==> src/include/decode_cfg.svh <==
`ifndef DECODE_CFG_SVH
`define DECODE_CFG_SVH

// Datapath and instruction word width
`define XLEN_W 32

// Instruction address width, byte addressed
`define PC_W 16

// Register index width, 32 integer registers
`define REG_W 5

`endif

==> src/verilog/decode_pkg.sv <==
`include "decode_cfg.svh"

package decode_pkg;

  //////////////////////////////////////////////////
  // Vector types
  //////////////////////////////////////////////////

  typedef logic [`XLEN_W-1:0] word_t;
  typedef logic [`PC_W-1:0]   pc_t;
  typedef logic [`REG_W-1:0]  reg_addr_t;

  // funct3 of the instruction, read by execute together with alt_op
  typedef logic [2:0] alu_sel_t;

  typedef logic [6:0] opcode_t;

  //////////////////////////////////////////////////
  // RV32I major opcodes
  //////////////////////////////////////////////////

  localparam opcode_t OP_LUI    = 7'b0110111;
  localparam opcode_t OP_AUIPC  = 7'b0010111;
  localparam opcode_t OP_JAL    = 7'b1101111;
  localparam opcode_t OP_JALR   = 7'b1100111;
  localparam opcode_t OP_BRANCH = 7'b1100011;
  localparam opcode_t OP_LOAD   = 7'b0000011;
  localparam opcode_t OP_STORE  = 7'b0100011;
  localparam opcode_t OP_IMM    = 7'b0010011;
  localparam opcode_t OP_REG    = 7'b0110011;

endpackage

==> src/verilog/branch_unit.sv <==
`timescale 1ns/100ps

`include "decode_cfg.svh"

module branch_unit (
  input  decode_pkg::word_t fwd_rs1,
  input  decode_pkg::word_t fwd_rs2,
  input  decode_pkg::word_t imm,
  input  decode_pkg::pc_t   if_id_pc,
  input  logic [2:0]        funct3,
  input  logic              is_branch,
  input  logic              is_jal,
  input  logic              is_jalr,
  input  logic              hz,
  output logic              branch_taken,
  output decode_pkg::pc_t   branch_target
);
  import decode_pkg::*;

  logic  cond;
  word_t pc_ext;
  word_t base;
  word_t sum;

  always_comb begin
    case (funct3)
      3'b000:  cond = (fwd_rs1 == fwd_rs2);
      3'b001:  cond = (fwd_rs1 != fwd_rs2);
      3'b100:  cond = ($signed(fwd_rs1) < $signed(fwd_rs2));
      3'b101:  cond = ($signed(fwd_rs1) >= $signed(fwd_rs2));
      3'b110:  cond = (fwd_rs1 < fwd_rs2);
      3'b111:  cond = (fwd_rs1 >= fwd_rs2);
      default: cond = 1'b0;
    endcase
  end

  // Class flags are only set for valid opcodes
  assign branch_taken = !hz && (is_jal || is_jalr || (is_branch && cond));

  //////////////////////////////////////////////////
  // Target address
  //////////////////////////////////////////////////

  assign pc_ext = {{(`XLEN_W - `PC_W){1'b0}}, if_id_pc};

  // JALR is register relative, everything else is PC relative
  assign base = is_jalr ? fwd_rs1 : pc_ext;
  assign sum  = base + imm;

  assign branch_target = {sum[`PC_W-1:1], sum[0] && !is_jalr};

endmodule

==> src/verilog/control_decoder.sv <==
`timescale 1ns/100ps

module control_decoder (
  input  decode_pkg::word_t    ins,
  output decode_pkg::alu_sel_t alu_sel,
  output logic                 alt_op,
  output logic                 alusrc,
  output logic                 memread,
  output logic                 memwrite,
  output logic                 regwrite,
  output logic                 jal,
  output logic                 lui,
  output logic                 auipc,
  output logic                 is_branch,
  output logic                 is_jal,
  output logic                 is_jalr,
  output logic                 uses_rs1,
  output logic                 uses_rs2,
  output logic                 valid
);
  import decode_pkg::*;

  opcode_t  opcode;
  alu_sel_t funct3;
  logic     funct7_b5;

  assign opcode    = ins[6:0];
  assign funct3    = ins[14:12];
  assign funct7_b5 = ins[30];

  always_comb begin
    // Unknown opcodes fall through with everything low
    alu_sel   = '0;
    alt_op    = 1'b0;
    alusrc    = 1'b0;
    memread   = 1'b0;
    memwrite  = 1'b0;
    regwrite  = 1'b0;
    jal       = 1'b0;
    lui       = 1'b0;
    auipc     = 1'b0;
    is_branch = 1'b0;
    is_jal    = 1'b0;
    is_jalr   = 1'b0;
    uses_rs1  = 1'b0;
    uses_rs2  = 1'b0;
    valid     = 1'b1;
    case (opcode)
      OP_LUI: begin
        lui      = 1'b1;
        alusrc   = 1'b1;
        regwrite = 1'b1;
      end
      OP_AUIPC: begin
        auipc    = 1'b1;
        alusrc   = 1'b1;
        regwrite = 1'b1;
      end
      // Both jumps write the link address in execute
      OP_JAL: begin
        is_jal   = 1'b1;
        jal      = 1'b1;
        alusrc   = 1'b1;
        regwrite = 1'b1;
      end
      OP_JALR: begin
        is_jalr  = 1'b1;
        jal      = 1'b1;
        alusrc   = 1'b1;
        regwrite = 1'b1;
        uses_rs1 = 1'b1;
      end
      OP_BRANCH: begin
        is_branch = 1'b1;
        uses_rs1  = 1'b1;
        uses_rs2  = 1'b1;
      end
      OP_LOAD: begin
        memread  = 1'b1;
        alusrc   = 1'b1;
        regwrite = 1'b1;
        uses_rs1 = 1'b1;
      end
      OP_STORE: begin
        memwrite = 1'b1;
        alusrc   = 1'b1;
        uses_rs1 = 1'b1;
        uses_rs2 = 1'b1;
      end
      OP_IMM: begin
        alu_sel  = funct3;
        // Only SRAI carries the alternate bit, the other immediates use it as data
        alt_op   = (funct3 == 3'b101) && funct7_b5;
        alusrc   = 1'b1;
        regwrite = 1'b1;
        uses_rs1 = 1'b1;
      end
      OP_REG: begin
        alu_sel  = funct3;
        alt_op   = funct7_b5;
        regwrite = 1'b1;
        uses_rs1 = 1'b1;
        uses_rs2 = 1'b1;
      end
      default: valid = 1'b0;
    endcase
  end

endmodule

==> src/verilog/decode_stage.sv <==
`timescale 1ns/100ps

module decode_stage (
  input  logic                  bus,
  input  logic                  rst,
  input  logic                  mem_hold,
  input  decode_pkg::word_t     ins,
  input  decode_pkg::pc_t       if_id_pc,
  input  decode_pkg::word_t     if_id_rs1_data,
  input  decode_pkg::word_t     if_id_rs2_data,
  input  decode_pkg::word_t     ex_mem_alures,
  input  decode_pkg::word_t     wb_res,
  input  decode_pkg::reg_addr_t ex_mem_rd,
  input  decode_pkg::reg_addr_t mem_wb_rd,
  input  logic                  ex_mem_regwrite,
  input  logic                  ex_mem_memread,
  input  logic                  mem_wb_regwrite,
  output decode_pkg::reg_addr_t rs1_addr,
  output decode_pkg::reg_addr_t rs2_addr,
  output logic                  hz,
  output logic                  branch_taken,
  output decode_pkg::pc_t       branch_target,
  output decode_pkg::pc_t       id_ex_pc,
  output decode_pkg::word_t     id_ex_rs1_data,
  output decode_pkg::word_t     id_ex_rs2_data,
  output decode_pkg::word_t     id_ex_imm,
  output decode_pkg::reg_addr_t id_ex_rd,
  output decode_pkg::alu_sel_t  id_ex_alu_sel,
  output logic                  id_ex_alt_op,
  output logic                  id_ex_alusrc,
  output logic                  id_ex_memread,
  output logic                  id_ex_memwrite,
  output logic                  id_ex_regwrite,
  output logic                  id_ex_jal,
  output logic                  id_ex_lui,
  output logic                  id_ex_auipc
);
  import decode_pkg::*;

  alu_sel_t  alu_sel;
  logic      alt_op, alusrc, memread, memwrite, regwrite;
  logic      jal, lui, auipc;
  logic      is_branch, is_jal, is_jalr;
  logic      uses_rs1, uses_rs2, valid;
  word_t     imm;
  word_t     fwd_rs1, fwd_rs2;
  reg_addr_t rd;
  logic      flush;
  logic      bubble;

  assign rs1_addr = ins[19:15];
  assign rs2_addr = ins[24:20];
  assign rd       = ins[11:7];

  //////////////////////////////////////////////////
  // Decode blocks
  //////////////////////////////////////////////////

  control_decoder u_control_decoder (
    .ins       (ins),
    .alu_sel   (alu_sel),
    .alt_op    (alt_op),
    .alusrc    (alusrc),
    .memread   (memread),
    .memwrite  (memwrite),
    .regwrite  (regwrite),
    .jal       (jal),
    .lui       (lui),
    .auipc     (auipc),
    .is_branch (is_branch),
    .is_jal    (is_jal),
    .is_jalr   (is_jalr),
    .uses_rs1  (uses_rs1),
    .uses_rs2  (uses_rs2),
    .valid     (valid)
  );

  imm_gen u_imm_gen (
    .ins (ins),
    .imm (imm)
  );

  operand_forward u_operand_forward (
    .rs1_addr        (rs1_addr),
    .rs2_addr        (rs2_addr),
    .uses_rs1        (uses_rs1),
    .uses_rs2        (uses_rs2),
    .is_branch       (is_branch),
    .is_jalr         (is_jalr),
    .if_id_rs1_data  (if_id_rs1_data),
    .if_id_rs2_data  (if_id_rs2_data),
    .id_ex_rd        (id_ex_rd),
    .id_ex_memread   (id_ex_memread),
    .ex_mem_rd       (ex_mem_rd),
    .ex_mem_regwrite (ex_mem_regwrite),
    .ex_mem_memread  (ex_mem_memread),
    .ex_mem_alures   (ex_mem_alures),
    .mem_wb_rd       (mem_wb_rd),
    .mem_wb_regwrite (mem_wb_regwrite),
    .wb_res          (wb_res),
    .fwd_rs1         (fwd_rs1),
    .fwd_rs2         (fwd_rs2),
    .hz              (hz)
  );

  branch_unit u_branch_unit (
    .fwd_rs1       (fwd_rs1),
    .fwd_rs2       (fwd_rs2),
    .imm           (imm),
    .if_id_pc      (if_id_pc),
    .funct3        (ins[14:12]),
    .is_branch     (is_branch),
    .is_jal        (is_jal),
    .is_jalr       (is_jalr),
    .hz            (hz),
    .branch_taken  (branch_taken),
    .branch_target (branch_target)
  );

  //////////////////////////////////////////////////
  // ID/EX register
  //////////////////////////////////////////////////

  // Stall, wrong-path slot or unknown opcode all go down as a bubble
  assign bubble = hz || flush || !valid;

  always_ff @(posedge bus) begin
    if (rst) begin
      id_ex_regwrite <= 1'b0;
      id_ex_memread  <= 1'b0;
      id_ex_memwrite <= 1'b0;
      id_ex_jal      <= 1'b0;
      id_ex_lui      <= 1'b0;
      id_ex_auipc    <= 1'b0;
      id_ex_rd       <= '0;
      flush          <= 1'b0;
    end else if (!mem_hold) begin
      // Squash the slot behind a taken branch
      flush <= branch_taken;
      if (bubble) begin
        id_ex_regwrite <= 1'b0;
        id_ex_memread  <= 1'b0;
        id_ex_memwrite <= 1'b0;
        id_ex_jal      <= 1'b0;
        id_ex_lui      <= 1'b0;
        id_ex_auipc    <= 1'b0;
        id_ex_rd       <= '0;
      end else begin
        id_ex_regwrite <= regwrite;
        id_ex_memread  <= memread;
        id_ex_memwrite <= memwrite;
        id_ex_jal      <= jal;
        id_ex_lui      <= lui;
        id_ex_auipc    <= auipc;
        id_ex_rd       <= rd;
      end
    end
  end

  // Data fields advance on every open edge, a bubble only kills the control bits.
  // Execute forwards on its own, so the raw register values go through
  always_ff @(posedge bus) begin
    if (!mem_hold) begin
      id_ex_pc       <= if_id_pc;
      id_ex_rs1_data <= if_id_rs1_data;
      id_ex_rs2_data <= if_id_rs2_data;
      id_ex_imm      <= imm;
      id_ex_alu_sel  <= alu_sel;
      id_ex_alt_op   <= alt_op;
      id_ex_alusrc   <= alusrc;
    end
  end

endmodule

==> src/verilog/imm_gen.sv <==
`timescale 1ns/100ps

module imm_gen (
  input  decode_pkg::word_t ins,
  output decode_pkg::word_t imm
);
  import decode_pkg::*;

  opcode_t opcode;
  logic    sign;

  assign opcode = ins[6:0];
  assign sign   = ins[31];

  always_comb begin
    case (opcode)
      // I format
      OP_JALR, OP_LOAD, OP_IMM: begin
        imm = {{20{sign}}, ins[31:20]};
      end
      // S format
      OP_STORE: begin
        imm = {{20{sign}}, ins[31:25], ins[11:7]};
      end
      // B format, offset in half words
      OP_BRANCH: begin
        imm = {{19{sign}}, ins[31], ins[7], ins[30:25], ins[11:8], 1'b0};
      end
      // U format
      OP_LUI, OP_AUIPC: begin
        imm = {ins[31:12], 12'b0};
      end
      // J format
      OP_JAL: begin
        imm = {{11{sign}}, ins[31], ins[19:12], ins[20], ins[30:21], 1'b0};
      end
      // R type and anything unknown
      default: begin
        imm = '0;
      end
    endcase
  end

endmodule

==> src/verilog/operand_forward.sv <==
`timescale 1ns/100ps

module operand_forward (
  input  decode_pkg::reg_addr_t rs1_addr,
  input  decode_pkg::reg_addr_t rs2_addr,
  input  logic                  uses_rs1,
  input  logic                  uses_rs2,
  input  logic                  is_branch,
  input  logic                  is_jalr,
  input  decode_pkg::word_t     if_id_rs1_data,
  input  decode_pkg::word_t     if_id_rs2_data,
  input  decode_pkg::reg_addr_t id_ex_rd,
  input  logic                  id_ex_memread,
  input  decode_pkg::reg_addr_t ex_mem_rd,
  input  logic                  ex_mem_regwrite,
  input  logic                  ex_mem_memread,
  input  decode_pkg::word_t     ex_mem_alures,
  input  decode_pkg::reg_addr_t mem_wb_rd,
  input  logic                  mem_wb_regwrite,
  input  decode_pkg::word_t     wb_res,
  output decode_pkg::word_t     fwd_rs1,
  output decode_pkg::word_t     fwd_rs2,
  output logic                  hz
);
  import decode_pkg::*;

  // Address compares, shared by forwarding and hazard logic
  logic rs1_nz, rs1_id_hit, rs1_ex_hit, rs1_wb_hit;
  logic rs2_nz, rs2_id_hit, rs2_ex_hit, rs2_wb_hit;
  logic ex_fwd_ok;
  logic load_in_mem;
  logic rs1_hz, rs2_hz;

  assign rs1_nz     = (rs1_addr != '0);
  assign rs1_id_hit = (rs1_addr == id_ex_rd);
  assign rs1_ex_hit = (rs1_addr == ex_mem_rd);
  assign rs1_wb_hit = (rs1_addr == mem_wb_rd);

  assign rs2_nz     = (rs2_addr != '0);
  assign rs2_id_hit = (rs2_addr == id_ex_rd);
  assign rs2_ex_hit = (rs2_addr == ex_mem_rd);
  assign rs2_wb_hit = (rs2_addr == mem_wb_rd);

  // A load in EX/MEM has no data yet, only the ALU result can be taken
  assign ex_fwd_ok = ex_mem_regwrite && !ex_mem_memread;

  function automatic word_t pick(input logic nz, input logic ex_hit, input logic wb_hit,
                                 input word_t ex_val, input word_t wb_val, input word_t raw);
    word_t res;
    if (!nz) begin
      res = '0;
    end else if (ex_hit) begin
      res = ex_val;
    end else if (wb_hit) begin
      res = wb_val;
    end else begin
      res = raw;
    end
    return res;
  endfunction

  assign fwd_rs1 = pick(rs1_nz, rs1_ex_hit && ex_fwd_ok, rs1_wb_hit && mem_wb_regwrite,
                        ex_mem_alures, wb_res, if_id_rs1_data);
  assign fwd_rs2 = pick(rs2_nz, rs2_ex_hit && ex_fwd_ok, rs2_wb_hit && mem_wb_regwrite,
                        ex_mem_alures, wb_res, if_id_rs2_data);

  //////////////////////////////////////////////////
  // Load-use hazard
  //////////////////////////////////////////////////

  // Branch operands are needed in decode, so a load one stage further still stalls
  assign load_in_mem = ex_mem_memread && (is_branch || is_jalr);

  assign rs1_hz = uses_rs1 && rs1_nz &&
                  ((rs1_id_hit && id_ex_memread) || (rs1_ex_hit && load_in_mem));
  assign rs2_hz = uses_rs2 && rs2_nz &&
                  ((rs2_id_hit && id_ex_memread) || (rs2_ex_hit && load_in_mem));

  assign hz = rs1_hz || rs2_hz;

endmodule
==> config.mk <==
export PLATFORM = sky130hd
export DESIGN_NAME = decode_stage
export DESIGN_NICKNAME = d
export VERILOG_FILES = /design/src/verilog/decode_pkg.sv /design/src/verilog/branch_unit.sv /design/src/verilog/control_decoder.sv /design/src/verilog/decode_stage.sv /design/src/verilog/imm_gen.sv /design/src/verilog/operand_forward.sv
export VERILOG_INCLUDE_DIRS = /design/src /design/src/include
export SDC_FILE = /design/constraint.sdc
export NUM_CORES = 1
export LEC_CHECK = 0
export BUFFER_PORTS_ARGS = -buffer_cell sky130_fd_sc_hd__buf_2
export CORE_MARGIN = 2
export CORE_UTILIZATION = 44
export DETAILED_ROUTE_END_ITERATION = 10
export PLACE_DENSITY = 0.78
export SLEW_MARGIN = 20
export SYNTH_ARGS = -nofsm -noshare
export SYNTH_HDL_FRONTEND = slang
export SYNTH_SLANG_ARGS = --single-unit
==> constraint.sdc <==
create_clock -name bus -period 4.5 [get_ports bus]
set_input_delay 0.45 -clock bus [delete_from_list [all_inputs] [get_ports bus]]
set_output_delay 0.45 -clock bus [all_outputs]
set_load 0.01 [all_outputs]
==> metrics.log <==
[metrics] status: finished, violations left
[metrics] failing checks: negative setup slack
[metrics] count of buffers inserted at the top-level ports: 347
[metrics] setup repair after global routing missed its margin: yes
[metrics] reg-to-reg slack, setup: between 2 and 2.5 ns
[metrics] drt wl/cell: 20.2 µm
[metrics] post-route antenna net violation count: 0
[metrics] count of warnings emitted by yosys: 0
[metrics] number of hold violations in the final report: 0
[metrics] final design utilization: between 60 and 70%
[metrics] accumulated negative setup slack: -0.259 ns
[metrics] pin slew with the least headroom to its limit: 0.740 ns
[metrics] clk slew on worst S/H paths: 0.06 ns
[metrics] shortest period the worst path allows: 4.60 ns
[metrics] synth-to-layout area growth: 44.9%
[metrics] iteration count of the initial detailed-routing pass: 5
[metrics] Setup Slack @ Placement: -0.554 ns
[metrics] number of clock sinks: 129
[metrics] filler cell count in the final layout: 1452
[metrics] Starting DRT DRC Count: 460
[metrics] number of cell instances on the worst register-to-register path: 8
[metrics] Core Rows: 49
[metrics] sequential-to-total area share from yosys stat: 46.2%
[metrics] Buf+Inv Stages, Crit Path: 2
[metrics] Hold Path Origin: if_id_rs2_data[17]
[metrics] x dimension of the die: 140 µm
[metrics] initial antenna violation count: 4
[metrics] first-pass GRT wire length: 41700 µm
[metrics] Initial Util: a little under half
[metrics] slowest cell delay on critical path: 0.36 ns
[metrics] standard cell core area: 0.0180 mm²
[metrics] data required time of the worst path: 4.05 ns
[metrics] die span in y: 140 µm
[metrics] hold path cells: 1
[metrics] headroom to the max-slew limit: 50.5%
[metrics] final setup skew: 0.00285 ns
[metrics] total track usage: approximately 28%
[metrics] aggregate routed wire length: 28200 µm
[metrics] max capacitance violation total: 0
[metrics] type of the worst setup path: in2out
[metrics] count of distinct cell types in the synthesized netlist: just under 70
[metrics] Final WS setup: -0.0951 ns
[metrics] post-synthesis register bit count: 129
[metrics] nets in the synthesized netlist: 970
[metrics] gate count after technology mapping: 730
[metrics] multi-input gate area in the final layout: 0.00437 mm²
[metrics] top fanout value on the critical path: 5
[metrics] number of global-route vias before repair: roughly 7.7k
[metrics] max frequency: 0.218 GHz
[metrics] Worst path top cell family by delay: compound AO/OA/AOI/OAI gates
[metrics] average footprint of a synthesized cell: 11.1 µm²
[metrics] pin count of the biggest net entering global routing: 52
[metrics] number of nets in the finished design: 1393
[metrics] via total after detailed routing: 7774
[metrics] most used flip-flop cell after synthesis: sky130_fd_sc_hd__edfxtp_1
[metrics] detailed-route vias per instance: between 5 and 6
[metrics] TritonCTS clock tree: built
[metrics] total setup violations reported at the end of the flow: 4
[metrics] smallest hold slack: between 0.2 and 0.25 ns
[metrics] proportion of layout cells with a drive suffix above 1: 49.1%
[metrics] total power per unit cell area: roughly 300 mW/mm²
[metrics] R2R Path Start: id_ex_rd[1]
[metrics] final estimated routing congestion in global placement: 0.893
[metrics] critical path arrival: roughly 4.2 ns
[metrics] HP Class: in2reg
[metrics] worst path cell trace: buf_6, xor2_2, nor4_2, and3_4, mux2i_4, a211o_1, o21ai_2, ha_2, fa_2, a21o_1, a21oi_2, o21ai_2, a311oi_2, o211ai_1, a31o_2, a21oi_2, xnor2_1, buf_2
[metrics] I/O pin total: 348
[metrics] CTS Buf Count: 17
[metrics] clk root buf: sky130_fd_sc_hd__clkbuf_16
[metrics] crit path capture type: output port
[metrics] Min-Delay Endpoint: id_ex_rs2_data[17]
[metrics] leakage dissipation: 5.34 nW
[metrics] Syn Std Cell Area: 0.00812 mm²
[metrics] Final Cycle Share: 102%
[metrics] total grt overflow: 0
[metrics] Async SR Flop Fraction: 0%
[metrics] cell at the slowest stage of the critical path: sky130_fd_sc_hd__fa_2
[metrics] VDD IR-drop max: approximately 260 µV
[metrics] clock network latency to the later pin of the worst-skew pair: 0.42 ns
[metrics] clk buf depth: 2
[metrics] number of pins with negative max-slew slack in the final report: 0
[metrics] startpoint types: input port
[metrics] Residual DRC: 0
[metrics] CTS H-tree depth: 4
[metrics] RR Endpoint: id_ex_lui
[metrics] EDFF count, synth: 117
[metrics] final total power: 3.59 mW
[metrics] post-detailed-placement half-perimeter wirelength: 21700 µm
[metrics] die footprint: 0.0196 mm²
[metrics] sequential standard cell area: between 0.003 and 0.004 mm²
logic make-up after synthesis:
kind of cell,synth area share [%]
AO/OA/AOI/OAI,16.0
AND/OR/NAND/NOR,11.8
flip-flops,46.2
XOR/XNOR,4.64
buffers and inverters,3.71
multiplexers,10.1
adder cells (fa/ha/maj),7.49
cells in the mapped netlist, drive strengths merged (2+ instances only):
library cell / instances / area, µm²
edfxtp: 117 / 3510
mux2i: 66 / 661
nand2: 60 / 228
nor2: 59 / 229
ha: 47 / 588
a211oi: 35 / 278
buf: 35 / 210
o211ai: 33 / 248
a21oi: 30 / 161
a21o: 28 / 211
xor2: 27 / 236
clkbuf: 18 / 68.8
xnor2: 16 / 140
nand3: 15 / 75.1
o21ai: 15 / 75.1
mux2: 14 / 158
dfxtp: 12 / 240
nor3: 12 / 65.1
nand4: 10 / 62.6
nor2b: 8 / 50.1
nor4: 8 / 68.8
and3: 6 / 37.5
a22o: 5 / 43.8
inv: 5 / 18.8
o21a: 4 / 30.0
a2111oi: 3 / 52.6
a211o: 3 / 27.5
a22oi: 3 / 22.5
and2: 3 / 18.8
nand2b: 3 / 18.8
nand3b: 3 / 35.0
a221oi: 2 / 17.5
a31o: 2 / 17.5
a32oi: 2 / 17.5
nor4b: 2 / 23.8
o31ai: 2 / 15.0
or3: 2 / 12.5
cell usage in the layout (no fill, tap or decap), types with 4 or more instances in the layout:
cell	n
sky130_fd_sc_hd__a21oi_1	24
sky130_fd_sc_hd__mux2_2	13
sky130_fd_sc_hd__clkinvlp_4	4
sky130_fd_sc_hd__o21ai_2	4
sky130_fd_sc_hd__buf_2	343
sky130_fd_sc_hd__a22o_1	5
sky130_fd_sc_hd__o21ai_0	10
sky130_fd_sc_hd__xnor2_2	4
sky130_fd_sc_hd__mux2i_4	4
sky130_fd_sc_hd__nand3_1	14
sky130_fd_sc_hd__o211ai_1	33
sky130_fd_sc_hd__buf_12	8
sky130_fd_sc_hd__nor4_2	5
sky130_fd_sc_hd__o21a_1	4
sky130_fd_sc_hd__nand2_1	58
sky130_fd_sc_hd__a211oi_1	19
sky130_fd_sc_hd__a21oi_2	4
sky130_fd_sc_hd__mux2i_1	60
sky130_fd_sc_hd__nor2_1	57
sky130_fd_sc_hd__clkbuf_16	17
sky130_fd_sc_hd__buf_4	96
sky130_fd_sc_hd__xor2_1	26
sky130_fd_sc_hd__a21o_1	27
sky130_fd_sc_hd__inv_1	5
sky130_fd_sc_hd__nand4_1	10
sky130_fd_sc_hd__xnor2_1	12
sky130_fd_sc_hd__nor2b_1	8
sky130_fd_sc_hd__edfxtp_1	117
sky130_fd_sc_hd__ha_1	44
sky130_fd_sc_hd__bufinv_16	4
sky130_fd_sc_hd__buf_6	10
sky130_fd_sc_hd__nor3_1	9
sky130_fd_sc_hd__dfxtp_1	12
sky130_fd_sc_hd__a211oi_2	15
sky130_fd_sc_hd__and3_1	4
power by group:
part	switching [mW]	total, mW	internal [mW]
logic	0.376	0.694	0.317
registers	0.0186	1.41	1.39
clock network	0.559	1.49	0.928
worst max path at each step:
stage	from	to	slack, ns	cells after the start
floorplan	ins[15]	branch_target[14]	0.04	19
global placement	mem_wb_rd[1]	branch_target[14]	-0.45	18
detailed placement	mem_wb_rd[1]	branch_target[14]	-0.55	18
CTS	mem_wb_rd[0]	branch_target[14]	-0.1	18
global route	mem_wb_rd[0]	branch_target[14]	-0.27	18
finish	mem_wb_rd[0]	branch_target[14]	-0.1	18
timing repair:
item                                   CTS  global route
gates cloned                             1             0
hold buffers                             0             0
pin swaps                               31            32
gates resized for setup                 47            30
endpoints found under the hold margin    0             0
setup endpoints to repair                8             9
setup buffers                           17            14
stage by stage:
step | instance area [µm²] | cells
after floorplan | 8120 | 730
after global placement | 10600 | 1333
after detailed placement | 10600 | 1333
after CTS | 11500 | 1382
after global routing | 11800 | 1397
final | 11800 | 1398
flip-flops by register name (all words and copies together), names as in the netlist:
signal / flops
id_ex_imm: 32
id_ex_rs1_data: 32
id_ex_rs2_data: 32
id_ex_pc: 16
id_ex_rd: 5
id_ex_alu_sel: 3
flush: 1
id_ex_alt_op: 1
id_ex_alusrc: 1
id_ex_auipc: 1
id_ex_jal: 1
id_ex_lui: 1
id_ex_memread: 1
id_ex_memwrite: 1
id_ex_regwrite: 1
routing by layer:
metal	vias up	wire length [µm]	GRT usage, %
li1	3638	-	-
met1	3715	11000	33.1
met2	371	14400	48.5
met3	48	2130	6.71
met4	2	646	10.2
met5	-	11	0
area by class of cell:
cell class              count  area share [%]
multi-input cells         542            37.1
flip-flops and latches    129            31.9
repair buffers            457            23.0
clock buffers              19            3.68
well taps                 229            2.43
clock inverters            13            1.57
inverters                   6           0.213
diodes                      3          0.0638
(Power assumes the default switching activity.)
